===== config.mk =====
export PLATFORM = sky130hd
export DESIGN_NAME = insn_decoder_top
export DESIGN_NICKNAME = d
export VERILOG_FILES = /design/src/common/decode_pkg.sv /design/src/decode/decode_ctrl.sv /design/src/decode/alu_op_sel.sv /design/src/decode/imm_gen.sv /design/src/decode/decode_reg.sv /design/src/rtl/insn_decoder_top.sv
export VERILOG_INCLUDE_DIRS = /design/src /design/src/common
export SDC_FILE = /design/constraint.sdc
export NUM_CORES = 1
export LEC_CHECK = 0
export BUFFER_PORTS_ARGS = -buffer_cell sky130_fd_sc_hd__buf_2
export CORE_UTILIZATION = 40
export CTS_CLUSTER_DIAMETER = 120
export CTS_CLUSTER_SIZE = 16
export DETAILED_ROUTE_END_ITERATION = 10
export GPL_ROUTABILITY_DRIVEN = 0
export PLACE_DENSITY = 0.63
export SYNTH_ARGS = -nofsm -noshare
export SYNTH_HDL_FRONTEND = slang
export SYNTH_SLANG_ARGS = --single-unit

===== constraint.sdc =====
create_clock -name clk -period 14.5 [get_ports clk]
set_clock_uncertainty 0.05 [all_clocks]
set_input_delay 1.45 -clock clk [delete_from_list [all_inputs] [get_ports clk]]
set_output_delay 1.45 -clock clk [all_outputs]
set_load 0.01 [all_outputs]

===== src/common/decode_consts.svh =====
`ifndef DECODE_CONSTS_SVH
`define DECODE_CONSTS_SVH

// field widths
`define INSN_W      32
`define XLEN_PC     32
`define REG_IDX_W   5
`define ALU_OP_W    5
`define FMT_W       3
`define MEM_ACC_W   2
`define MEM_SZ_W    3
`define IMM_SEL_W   3
`define GRP_W       4

// major opcodes, insn[6:0]
`define OPC_LUI      7'b0110111
`define OPC_AUIPC    7'b0010111
`define OPC_JAL      7'b1101111
`define OPC_JALR     7'b1100111
`define OPC_BRANCH   7'b1100011
`define OPC_LOAD     7'b0000011
`define OPC_STORE    7'b0100011
`define OPC_OP_IMM   7'b0010011
`define OPC_OP       7'b0110011
`define OPC_OP_IMM32 7'b0011011
`define OPC_OP32     7'b0111011
`define OPC_SYSTEM   7'b1110011

// alu operation codes
`define ALU_NONE   5'd0
`define ALU_ADD    5'd1
`define ALU_SUB    5'd2
`define ALU_SLL    5'd3
`define ALU_SRL    5'd4
`define ALU_SRA    5'd5
`define ALU_XOR    5'd6
`define ALU_OR     5'd7
`define ALU_AND    5'd8
`define ALU_LESS   5'd9
`define ALU_LESSU  5'd10
`define ALU_EQUAL  5'd11
`define ALU_NEQ    5'd12
`define ALU_GTE    5'd13
`define ALU_GTEU   5'd14
`define ALU_MUL    5'd15
`define ALU_MULH   5'd16
`define ALU_MULHSU 5'd17
`define ALU_MULHU  5'd18
`define ALU_DIV    5'd19
`define ALU_DIVU   5'd20
`define ALU_REM    5'd21
`define ALU_REMU   5'd22
`define ALU_JUMP   5'd23
`define ALU_IMMVAL 5'd24

// instruction formats
`define FMT_NONE 3'd0
`define FMT_R    3'd1
`define FMT_I    3'd2
`define FMT_S    3'd3
`define FMT_SB   3'd4
`define FMT_U    3'd5
`define FMT_UJ   3'd6

// memory access kind
`define MEM_NONE  2'd0
`define MEM_READ  2'd1
`define MEM_WRITE 2'd2

// memory access size, unsigned variants are loads only
`define MEM_SZ_NONE   3'd0
`define MEM_SZ_BYTE   3'd1
`define MEM_SZ_HALF   3'd2
`define MEM_SZ_WORD   3'd3
`define MEM_SZ_DOUBLE 3'd4
`define MEM_SZ_UBYTE  3'd5
`define MEM_SZ_UHALF  3'd6
`define MEM_SZ_UWORD  3'd7

// immediate select
`define IMM_ZERO   3'd0
`define IMM_I      3'd1
`define IMM_S      3'd2
`define IMM_SB     3'd3
`define IMM_U      3'd4
`define IMM_UJ     3'd5
`define IMM_SHAMT6 3'd6
`define IMM_SHAMT5 3'd7

// opcode groups passed from control to the alu op mapping
`define GRP_NONE     4'd0
`define GRP_LUI      4'd1
`define GRP_AUIPC    4'd2
`define GRP_JAL      4'd3
`define GRP_JALR     4'd4
`define GRP_BRANCH   4'd5
`define GRP_LOAD     4'd6
`define GRP_STORE    4'd7
`define GRP_OP_IMM   4'd8
`define GRP_OP       4'd9
`define GRP_OP_IMM32 4'd10
`define GRP_OP32     4'd11
`define GRP_SYSTEM   4'd12

`endif


===== src/common/decode_pkg.sv =====
`default_nettype none

`include "decode_consts.svh"

package decode_pkg;

	// raw instruction word
	typedef logic [`INSN_W-1:0] insn_t;

	// pc, also used for the decoded immediate
	typedef logic [`XLEN_PC-1:0] pc_t;

	typedef logic [`REG_IDX_W-1:0] reg_idx_t;

	typedef logic [`ALU_OP_W-1:0] alu_op_t;

	typedef logic [`FMT_W-1:0] fmt_t;

	// none, read or write
	typedef logic [`MEM_ACC_W-1:0] mem_acc_t;

	typedef logic [`MEM_SZ_W-1:0] mem_size_t;

	// which immediate layout imm_gen extracts
	typedef logic [`IMM_SEL_W-1:0] imm_sel_t;

endpackage

`default_nettype wire


===== src/decode/decode_ctrl.sv =====
`timescale 1ns/1ps
`default_nettype none

`include "decode_consts.svh"

module decode_ctrl (
	input  decode_pkg::insn_t      i_insn,
	input  logic                   i_func_miss,
	output logic [`GRP_W-1:0]      o_group,
	output decode_pkg::imm_sel_t   o_imm_sel,
	output decode_pkg::fmt_t       o_fmt,
	output logic                   o_reg_write,
	output decode_pkg::mem_acc_t   o_mem_acc,
	output decode_pkg::mem_size_t  o_mem_size,
	output logic                   o_ecall,
	output logic                   o_illegal
);
	import decode_pkg::*;

	logic [6:0] opcode;
	logic [2:0] func3;
	logic       known;
	logic       size_bad;
	logic       is_ecall;
	imm_sel_t   imm_sel;
	fmt_t       fmt;
	logic       reg_write;
	mem_acc_t   mem_acc;
	mem_size_t  mem_size;

	assign opcode = i_insn[6:0];
	assign func3  = i_insn[14:12];

	// opcode classification, independent of the func miss from alu_op_sel
	always_comb begin
		o_group   = `GRP_NONE;
		imm_sel   = `IMM_ZERO;
		fmt       = `FMT_NONE;
		reg_write = 1'b0;
		mem_acc   = `MEM_NONE;
		mem_size  = `MEM_SZ_NONE;
		known     = 1'b1;
		size_bad  = 1'b0;
		is_ecall  = 1'b0;
		case (opcode)
			`OPC_LUI: begin
				o_group   = `GRP_LUI;
				imm_sel   = `IMM_U;
				fmt       = `FMT_U;
				reg_write = 1'b1;
			end
			`OPC_AUIPC: begin
				o_group   = `GRP_AUIPC;
				imm_sel   = `IMM_U;
				fmt       = `FMT_U;
				reg_write = 1'b1;
			end
			`OPC_JAL: begin
				o_group   = `GRP_JAL;
				imm_sel   = `IMM_UJ;
				fmt       = `FMT_UJ;
				reg_write = 1'b1;
			end
			`OPC_JALR: begin
				o_group   = `GRP_JALR;
				imm_sel   = `IMM_I;
				fmt       = `FMT_I;
				reg_write = 1'b1;
			end
			`OPC_BRANCH: begin
				o_group = `GRP_BRANCH;
				imm_sel = `IMM_SB;
				fmt     = `FMT_SB;
			end
			`OPC_LOAD: begin
				o_group   = `GRP_LOAD;
				imm_sel   = `IMM_I;
				fmt       = `FMT_I;
				reg_write = 1'b1;
				mem_acc   = `MEM_READ;
				case (func3)
					3'b000:  mem_size = `MEM_SZ_BYTE;
					3'b001:  mem_size = `MEM_SZ_HALF;
					3'b010:  mem_size = `MEM_SZ_WORD;
					3'b011:  mem_size = `MEM_SZ_DOUBLE;
					3'b100:  mem_size = `MEM_SZ_UBYTE;
					3'b101:  mem_size = `MEM_SZ_UHALF;
					3'b110:  mem_size = `MEM_SZ_UWORD;
					default: size_bad = 1'b1;
				endcase
			end
			`OPC_STORE: begin
				o_group = `GRP_STORE;
				imm_sel = `IMM_S;
				fmt     = `FMT_S;
				mem_acc = `MEM_WRITE;
				// no unsigned stores
				case (func3)
					3'b000:  mem_size = `MEM_SZ_BYTE;
					3'b001:  mem_size = `MEM_SZ_HALF;
					3'b010:  mem_size = `MEM_SZ_WORD;
					3'b011:  mem_size = `MEM_SZ_DOUBLE;
					default: size_bad = 1'b1;
				endcase
			end
			`OPC_OP_IMM: begin
				o_group   = `GRP_OP_IMM;
				// func3 001 and 101 are the shifts
				imm_sel   = (func3[1:0] == 2'b01) ? `IMM_SHAMT6 : `IMM_I;
				fmt       = `FMT_I;
				reg_write = 1'b1;
			end
			`OPC_OP_IMM32: begin
				o_group   = `GRP_OP_IMM32;
				imm_sel   = (func3[1:0] == 2'b01) ? `IMM_SHAMT5 : `IMM_I;
				fmt       = `FMT_I;
				reg_write = 1'b1;
			end
			`OPC_OP: begin
				o_group   = `GRP_OP;
				fmt       = `FMT_R;
				reg_write = 1'b1;
			end
			`OPC_OP32: begin
				o_group   = `GRP_OP32;
				fmt       = `FMT_R;
				reg_write = 1'b1;
			end
			`OPC_SYSTEM: begin
				// only ecall itself, all other bits zero
				if (i_insn[31:7] == 25'd0) begin
					o_group  = `GRP_SYSTEM;
					is_ecall = 1'b1;
				end else begin
					known = 1'b0;
				end
			end
			default: known = 1'b0;
		endcase
		// bad size hides the group so alu_op_sel gives ALU_NONE
		if (size_bad)
			o_group = `GRP_NONE;
	end

	assign o_illegal = !known || size_bad || i_func_miss;

	// illegal words keep only the raw register indices
	always_comb begin
		o_imm_sel   = imm_sel;
		o_fmt       = fmt;
		o_reg_write = reg_write;
		o_mem_acc   = mem_acc;
		o_mem_size  = mem_size;
		o_ecall     = is_ecall;
		if (o_illegal) begin
			o_imm_sel   = `IMM_ZERO;
			o_fmt       = `FMT_NONE;
			o_reg_write = 1'b0;
			o_mem_acc   = `MEM_NONE;
			o_mem_size  = `MEM_SZ_NONE;
			o_ecall     = 1'b0;
		end
	end

	// a detected ecall must never pick up a func miss from alu_op_sel
	always_comb begin
		assert (!(is_ecall && o_illegal));
		assert (!(o_mem_acc == `MEM_WRITE && o_reg_write));
	end

endmodule

`default_nettype wire


===== src/decode/alu_op_sel.sv =====
`timescale 1ns/1ps
`default_nettype none

`include "decode_consts.svh"

module alu_op_sel (
	input  logic [`GRP_W-1:0]    i_group,
	input  decode_pkg::insn_t    i_insn,
	output decode_pkg::alu_op_t  o_alu_op,
	output logic                 o_word_op,
	output logic                 o_func_miss
);
	import decode_pkg::*;

	logic [2:0] func3;
	logic [6:0] func7;
	alu_op_t    op;
	logic       miss;

	assign func3 = i_insn[14:12];
	assign func7 = i_insn[31:25];

	always_comb begin
		op   = `ALU_NONE;
		miss = 1'b0;
		case (i_group)
			`GRP_JAL:   op = `ALU_JUMP;
			`GRP_LUI,
			`GRP_AUIPC: op = `ALU_IMMVAL;
			// address calculation, size legality is checked in control
			`GRP_LOAD,
			`GRP_STORE: op = `ALU_ADD;
			`GRP_JALR: begin
				op   = `ALU_ADD;
				miss = (func3 != 3'b000);
			end
			`GRP_BRANCH: begin
				case (func3)
					3'b000:  op = `ALU_EQUAL;
					3'b001:  op = `ALU_NEQ;
					3'b100:  op = `ALU_LESS;
					3'b101:  op = `ALU_GTE;
					3'b110:  op = `ALU_LESSU;
					3'b111:  op = `ALU_GTEU;
					default: miss = 1'b1;
				endcase
			end
			`GRP_OP_IMM: begin
				// rv64 shamt is 6 bits so the shift func field is insn[31:26]
				case (func3)
					3'b000: op = `ALU_ADD;
					3'b010: op = `ALU_LESS;
					3'b011: op = `ALU_LESSU;
					3'b100: op = `ALU_XOR;
					3'b110: op = `ALU_OR;
					3'b111: op = `ALU_AND;
					3'b001: begin
						op   = `ALU_SLL;
						miss = (i_insn[31:26] != 6'b000000);
					end
					default: begin
						if (i_insn[31:26] == 6'b000000)
							op = `ALU_SRL;
						else if (i_insn[31:26] == 6'b010000)
							op = `ALU_SRA;
						else
							miss = 1'b1;
					end
				endcase
			end
			`GRP_OP_IMM32: begin
				case ({func7, func3})
					{7'b0000000, 3'b001}: op = `ALU_SLL;
					{7'b0000000, 3'b101}: op = `ALU_SRL;
					{7'b0100000, 3'b101}: op = `ALU_SRA;
					default: begin
						if (func3 == 3'b000)
							op = `ALU_ADD;
						else
							miss = 1'b1;
					end
				endcase
			end
			`GRP_OP: begin
				case ({func7, func3})
					{7'b0000000, 3'b000}: op = `ALU_ADD;
					{7'b0100000, 3'b000}: op = `ALU_SUB;
					{7'b0000000, 3'b001}: op = `ALU_SLL;
					{7'b0000000, 3'b010}: op = `ALU_LESS;
					{7'b0000000, 3'b011}: op = `ALU_LESSU;
					{7'b0000000, 3'b100}: op = `ALU_XOR;
					{7'b0000000, 3'b101}: op = `ALU_SRL;
					{7'b0100000, 3'b101}: op = `ALU_SRA;
					{7'b0000000, 3'b110}: op = `ALU_OR;
					{7'b0000000, 3'b111}: op = `ALU_AND;
					{7'b0000001, 3'b000}: op = `ALU_MUL;
					{7'b0000001, 3'b001}: op = `ALU_MULH;
					{7'b0000001, 3'b010}: op = `ALU_MULHSU;
					{7'b0000001, 3'b011}: op = `ALU_MULHU;
					{7'b0000001, 3'b100}: op = `ALU_DIV;
					{7'b0000001, 3'b101}: op = `ALU_DIVU;
					{7'b0000001, 3'b110}: op = `ALU_REM;
					{7'b0000001, 3'b111}: op = `ALU_REMU;
					default:              miss = 1'b1;
				endcase
			end
			`GRP_OP32: begin
				// word subset, no slt/logic ops and no mulh variants
				case ({func7, func3})
					{7'b0000000, 3'b000}: op = `ALU_ADD;
					{7'b0100000, 3'b000}: op = `ALU_SUB;
					{7'b0000000, 3'b001}: op = `ALU_SLL;
					{7'b0000000, 3'b101}: op = `ALU_SRL;
					{7'b0100000, 3'b101}: op = `ALU_SRA;
					{7'b0000001, 3'b000}: op = `ALU_MUL;
					{7'b0000001, 3'b100}: op = `ALU_DIV;
					{7'b0000001, 3'b101}: op = `ALU_DIVU;
					{7'b0000001, 3'b110}: op = `ALU_REM;
					{7'b0000001, 3'b111}: op = `ALU_REMU;
					default:              miss = 1'b1;
				endcase
			end
			// ecall carries no alu work
			`GRP_SYSTEM: op = `ALU_NONE;
			default:     miss = 1'b1;
		endcase
	end

	assign o_alu_op    = miss ? `ALU_NONE : op;
	assign o_func_miss = miss;
	assign o_word_op   = !miss && (i_group == `GRP_OP_IMM32 || i_group == `GRP_OP32);

endmodule

`default_nettype wire


===== src/decode/imm_gen.sv =====
`timescale 1ns/1ps
`default_nettype none

`include "decode_consts.svh"

module imm_gen (
	input  decode_pkg::imm_sel_t  i_imm_sel,
	input  decode_pkg::insn_t     i_insn,
	input  decode_pkg::pc_t       i_pc,
	output decode_pkg::pc_t       o_imm
);
	import decode_pkg::*;

	pc_t  imm_raw;
	logic add_pc;

	always_comb begin
		imm_raw = '0;
		add_pc  = 1'b0;
		case (i_imm_sel)
			`IMM_I: imm_raw = {{20{i_insn[31]}}, i_insn[31:20]};
			`IMM_S: imm_raw = {{20{i_insn[31]}}, i_insn[31:25], i_insn[11:7]};
			`IMM_SB: begin
				imm_raw = {{19{i_insn[31]}}, i_insn[31], i_insn[7], i_insn[30:25],
					i_insn[11:8], 1'b0};
				add_pc  = 1'b1;
			end
			`IMM_U: begin
				imm_raw = {i_insn[31:12], 12'd0};
				// opcode bit 5 is clear for auipc, set for lui
				add_pc  = !i_insn[5];
			end
			`IMM_UJ: begin
				imm_raw = {{11{i_insn[31]}}, i_insn[31], i_insn[19:12], i_insn[20],
					i_insn[30:21], 1'b0};
				add_pc  = 1'b1;
			end
			// shift amounts are zero extended
			`IMM_SHAMT6: imm_raw = {26'd0, i_insn[25:20]};
			`IMM_SHAMT5: imm_raw = {27'd0, i_insn[24:20]};
			default:     imm_raw = '0;
		endcase
	end

	// pc-relative targets are resolved here
	assign o_imm = add_pc ? imm_raw + i_pc : imm_raw;

endmodule

`default_nettype wire


===== src/decode/decode_reg.sv =====
`timescale 1ns/1ps
`default_nettype none

module decode_reg (
	input  logic                   clk,
	input  logic                   i_rst_n,
	input  logic                   i_valid,
	input  decode_pkg::reg_idx_t   i_rd,
	input  decode_pkg::reg_idx_t   i_rs1,
	input  decode_pkg::reg_idx_t   i_rs2,
	input  decode_pkg::pc_t        i_imm,
	input  decode_pkg::alu_op_t    i_alu_op,
	input  logic                   i_word_op,
	input  logic                   i_reg_write,
	input  decode_pkg::fmt_t       i_fmt,
	input  decode_pkg::mem_acc_t   i_mem_acc,
	input  decode_pkg::mem_size_t  i_mem_size,
	input  logic                   i_ecall,
	input  logic                   i_illegal,
	output logic                   o_valid,
	output decode_pkg::reg_idx_t   o_rd,
	output decode_pkg::reg_idx_t   o_rs1,
	output decode_pkg::reg_idx_t   o_rs2,
	output decode_pkg::pc_t        o_imm,
	output decode_pkg::alu_op_t    o_alu_op,
	output logic                   o_word_op,
	output logic                   o_reg_write,
	output decode_pkg::fmt_t       o_fmt,
	output decode_pkg::mem_acc_t   o_mem_acc,
	output decode_pkg::mem_size_t  o_mem_size,
	output logic                   o_ecall,
	output logic                   o_illegal
);
	import decode_pkg::*;

	// control bits, cleared by reset
	always_ff @(posedge clk) begin
		if (!i_rst_n) begin
			o_valid     <= 1'b0;
			o_reg_write <= 1'b0;
			o_ecall     <= 1'b0;
		end else begin
			o_valid <= i_valid;
			if (i_valid) begin
				o_reg_write <= i_reg_write;
				o_ecall     <= i_ecall;
			end
		end
	end

	// payload holds its last value while idle
	always_ff @(posedge clk) begin
		if (i_valid) begin
			o_rd       <= i_rd;
			o_rs1      <= i_rs1;
			o_rs2      <= i_rs2;
			o_imm      <= i_imm;
			o_alu_op   <= i_alu_op;
			o_word_op  <= i_word_op;
			o_fmt      <= i_fmt;
			o_mem_acc  <= i_mem_acc;
			o_mem_size <= i_mem_size;
			o_illegal  <= i_illegal;
		end
	end

	// first edge out of reset with no input must not produce a valid
	valid_after_reset: assert property (@(posedge clk)
		(i_rst_n && !$past(i_rst_n) && !i_valid) |=> !o_valid);

endmodule

`default_nettype wire


===== src/rtl/insn_decoder_top.sv =====
`timescale 1ns/1ps
`default_nettype none

`include "decode_consts.svh"

module insn_decoder_top (
	input  logic                   clk,
	input  logic                   i_rst_n,
	input  logic                   i_valid,
	input  decode_pkg::insn_t      i_insn,
	input  decode_pkg::pc_t        i_pc,
	output logic                   o_valid,
	output decode_pkg::reg_idx_t   o_rd,
	output decode_pkg::reg_idx_t   o_rs1,
	output decode_pkg::reg_idx_t   o_rs2,
	output decode_pkg::pc_t        o_imm,
	output decode_pkg::alu_op_t    o_alu_op,
	output logic                   o_word_op,
	output logic                   o_reg_write,
	output decode_pkg::fmt_t       o_fmt,
	output decode_pkg::mem_acc_t   o_mem_acc,
	output decode_pkg::mem_size_t  o_mem_size,
	output logic                   o_ecall,
	output logic                   o_illegal
);
	import decode_pkg::*;

	logic [`GRP_W-1:0] group;
	imm_sel_t          imm_sel;
	fmt_t              fmt;
	logic              reg_write;
	mem_acc_t          mem_acc;
	mem_size_t         mem_size;
	logic              ecall;
	logic              illegal;
	logic              func_miss;
	alu_op_t           alu_op;
	logic              word_op;
	pc_t               imm;

	decode_ctrl i_decode_ctrl (
		.i_insn      (i_insn),
		.i_func_miss (func_miss),
		.o_group     (group),
		.o_imm_sel   (imm_sel),
		.o_fmt       (fmt),
		.o_reg_write (reg_write),
		.o_mem_acc   (mem_acc),
		.o_mem_size  (mem_size),
		.o_ecall     (ecall),
		.o_illegal   (illegal)
	);

	alu_op_sel i_alu_op_sel (
		.i_group     (group),
		.i_insn      (i_insn),
		.o_alu_op    (alu_op),
		.o_word_op   (word_op),
		.o_func_miss (func_miss)
	);

	imm_gen i_imm_gen (
		.i_imm_sel (imm_sel),
		.i_insn    (i_insn),
		.i_pc      (i_pc),
		.o_imm     (imm)
	);

	// register indices go straight from the instruction fields
	decode_reg i_decode_reg (
		.clk         (clk),
		.i_rst_n     (i_rst_n),
		.i_valid     (i_valid),
		.i_rd        (i_insn[11:7]),
		.i_rs1       (i_insn[19:15]),
		.i_rs2       (i_insn[24:20]),
		.i_imm       (imm),
		.i_alu_op    (alu_op),
		.i_word_op   (word_op),
		.i_reg_write (reg_write),
		.i_fmt       (fmt),
		.i_mem_acc   (mem_acc),
		.i_mem_size  (mem_size),
		.i_ecall     (ecall),
		.i_illegal   (illegal),
		.o_valid     (o_valid),
		.o_rd        (o_rd),
		.o_rs1       (o_rs1),
		.o_rs2       (o_rs2),
		.o_imm       (o_imm),
		.o_alu_op    (o_alu_op),
		.o_word_op   (o_word_op),
		.o_reg_write (o_reg_write),
		.o_fmt       (o_fmt),
		.o_mem_acc   (o_mem_acc),
		.o_mem_size  (o_mem_size),
		.o_ecall     (o_ecall),
		.o_illegal   (o_illegal)
	);

endmodule

`default_nettype wire


==> summary.md <==
| Metric | Value |
|---|---|
| Combinational share of power | `16.2%` |
| All-layer global routing usage | `23.3%` |
| CTS buffer count | `9` |
| Psw | `136 uW` |
| Mapped cell area | `5520 um2` |
| Clock transition at the registers of the reported paths | `60 ps` |
| Status | `complete, no violations` |
| Die Ht | `119 um` |
| CP Class | `in2reg` |
| Initial antenna violation count | `0` |
| Nets | `858` |
| Num rows | `42` |
| Via density per instance | `5.78` |
| Commonest non-fill, non-tap cell in the layout | `buf_2` |
| Die X | `119 um` |
| RSZ-0062 raised after global routing | `false` |
| Sequential element share of the synthesized area | `34.8%` |
| Share of layout cells above drive strength 1 | `23.1%` |
| TritonCTS clock tree | `yes` |
| # resized after CTS | `0` |
| Switching Share | `26.4%` |
| Clock Power Share | `40.9%` |
| Power share of the sequential group | `42.9%` |
| Largest area contributor in the netlist | `edfxtp_1` |
| Pwr Total | `513 uW` |
| Clock root buffer | `clkbuf_16` |
| Buffers on Ports | `131` |
| DP HPWL | `12,500 um` |
| Number of global-route vias before repair | `5,108` |
| Startpoint Class | `primary input` |
| Arr. time, crit path | `7040 ps` |
| Top-level I/O count | `132` |
| F_max | `143 MHz` |
| Most frequent cells in the layout | `buf_2, nor2_1, nand2_1` |
| Core ar. | `13,300 um2` |
| Largest net degree at the start of global routing | `67` |
| Area Growth Syn to Fin | `18.9%` |
| Leakage | `0.00286 uW` |
| Pre-Repair DR Iteration Count | `7` |
| Wirelength, routed | `16,500 um` |
| Number of synthesized flops with an enable pin | `62` |
| # clock sinks | `65` |
| Slew Viols, Final | `0` |
| Critical path endpoint category | `flip-flop` |
| Setup TNS | `0 ps` |
| Top_reg_cell synth | `edfxtp_1` |
| Initial Util | `41.3%` |
| Wire per inst | `17.7 um` |
| Worst vdd ir | `0.0786 mV` |
| H-tree depth | `3` |
| Period utilization | `48.3%` |
| Post-Layout Cell Count | `934` |
| HP Class | `reg2reg` |
| Share of the synthesized area in the top cell type | `33.7%` |
| Antenna-violating nets left | `0` |
| Final Hold Viols | `0` |
| Top post-synthesis cells by area | `edfxtp_1, ha_1, a21oi_1` |
| First-pass GRT wire length | `25,800 um` |
| Rel. slew slack | `25.5%` |
| Placed Instances | `919` |
| DRC violations left | `0` |
| Vias | `5,401` |
| Syn nets | `742` |
| DR iter-0 viols | `435` |
| Max cap viols | `0` |
| GR Overflow Total | `0` |
| WP data required | `14,540 ps` |
| Endpoints failing setup | `0` |
| Maximum clock path buffer count | `2` |
| Yosys cell types | `72` |
| Cts hold-fix bufs | `0` |
| Internal cell power | `377 uW` |
| Post-synth ARST share | `0%` |
| Mapped Avg Cell Area | `8.65 um2` |
| Fillers | `1,330` |
| Slew @ Worst Pin | `1090 ps` |
| PwrDens | `78.2 nW/um2` |
| Worst-Skew Late Latency | `340 ps` |
| Cells after synthesis | `638` |
| Ys Warns | `0` |
| Post-CTS Setup Bufs | `0` |
| Critical-path maximum fanout | `19` |
| Synthesized flop and latch total | `65` |
| ANT cells | `0` |
| Fin crit period | `7000 ps` |
| DIE AREA | `14,300 um2` |
critical path, cell delays in order:
cell and delay [ps]:
buf_2 150, inv_1 140, ha_1 460, or3_1 240
a21oi_1 80, a211o_1 300, a211oi_1 420, nand4b_4 340
or3_1 760, nor2_4 270, a21o_1 130, ha_1 290
and3_1 240, a221o_1 320, a21oi_1 190, o31ai_1 110
or4_1 520, a211oi_1 250, o21ai_0 130, a21oi_1 160
xnor2_1 80
stage by stage:
stage	area [um2]	hold WS, ps	utilization [%]	worst slack (ps)
6_report	6560	519	49.1	7500
5_1_grt	6560	540	49.1	7130
4_1_cts	6560	536	49.1	7570
3_5_place_dp	6280	525	47.1	7210
3_3_place_gp	6280	554	47.1	7450
2_1_floorplan	5520	488	-	8480
cell usage after synthesis (all sizes together), types with 7 or more instances:
| library cell | n |
|---|---|
| clkbuf | 14 |
| a21o | 18 |
| o22ai | 7 |
| nor4 | 8 |
| nand2b | 8 |
| edfxtp | 62 |
| a31oi | 9 |
| inv | 21 |
| or2 | 9 |
| or3 | 9 |
| xor2 | 7 |
| mux2 | 8 |
| a21oi | 62 |
| ha | 36 |
| o21ai | 41 |
| nor2 | 66 |
| nor3 | 24 |
| xnor2 | 16 |
| nand3 | 17 |
| nand2 | 65 |
| and2 | 10 |
| buf | 16 |
| nor2b | 11 |
path summary, 6_finish.rpt:
check / start / end / slack (ps) / depth (start not counted)
worst max-delay path: i_insn[13] / i_decode_reg.o_imm[31]$_DFFE_PP_ / 7500 / 21
worst min register to register: i_decode_reg.o_ecall$_SDFFE_PN0P_ / i_decode_reg.o_ecall$_SDFFE_PN0P_ / 520 / 2
worst min-delay path: i_decode_reg.o_ecall$_SDFFE_PN0P_ / i_decode_reg.o_ecall$_SDFFE_PN0P_ / 520 / 2
worst max register to register: i_decode_reg.o_reg_write$_SDFFE_PN0P_ / i_decode_reg.o_reg_write$_SDFFE_PN0P_ / 13730 / 3
power by group through the flow:
stage / sequential [uW] / combinational, uW / clock [uW]
after detailed placement: 224 / 82.2 / 0
after global routing: 221 / 90.6 / 219
final: 220 / 83.3 / 210
after CTS: 220 / 82.6 / 213
after floorplan: 230 / 39.2 / 0
after global placement: 223 / 80.8 / 0
sequential cells by signal, indices dropped and copies added (netlist names):
name,count
i_decode_reg.o_word_op,1
i_decode_reg.o_rd,5
i_decode_reg.o_imm,32
i_decode_reg.o_valid,1
i_decode_reg.o_ecall,1
i_decode_reg.o_illegal,1
i_decode_reg.o_fmt,3
i_decode_reg.o_alu_op,5
i_decode_reg.o_mem_acc,2
i_decode_reg.o_mem_size,3
i_decode_reg.o_rs1,5
i_decode_reg.o_reg_write,1
i_decode_reg.o_rs2,5
per-layer routing:
metal	vias up	wire [um]	track usage [%]
met2	259	7330	36.3
met1	2498	7510	31.4
li1	2614	-	-
met5	-	0	0
met3	30	1270	4.60
met4	0	385	9.30
cell type report:
cell class | count | area [um2] | area share, %
clock buffers | 9 | 225 | 3.43
clock inverters | 6 | 50.0 | 0.763
inverters | 21 | 78.8 | 1.20
multi-input cells | 522 | 3380 | 51.5
flip-flops and latches | 65 | 1920 | 29.3
well taps | 176 | 220 | 3.36
repair buffers | 135 | 686 | 10.5
cell families (layout without fill, tap and decap cells):
family	Yosys count	count (layout)	synth area share (%)
simple gates	243	243	21.7
compound gates	205	205	24.4
flops	65	65	34.8
buf+inv	51	171	4.19
fa+ha+maj	37	37	8.52
xor+xnor	23	23	3.65
mux	14	14	2.72
Note: power is estimated with default switching activity, not from simulation.
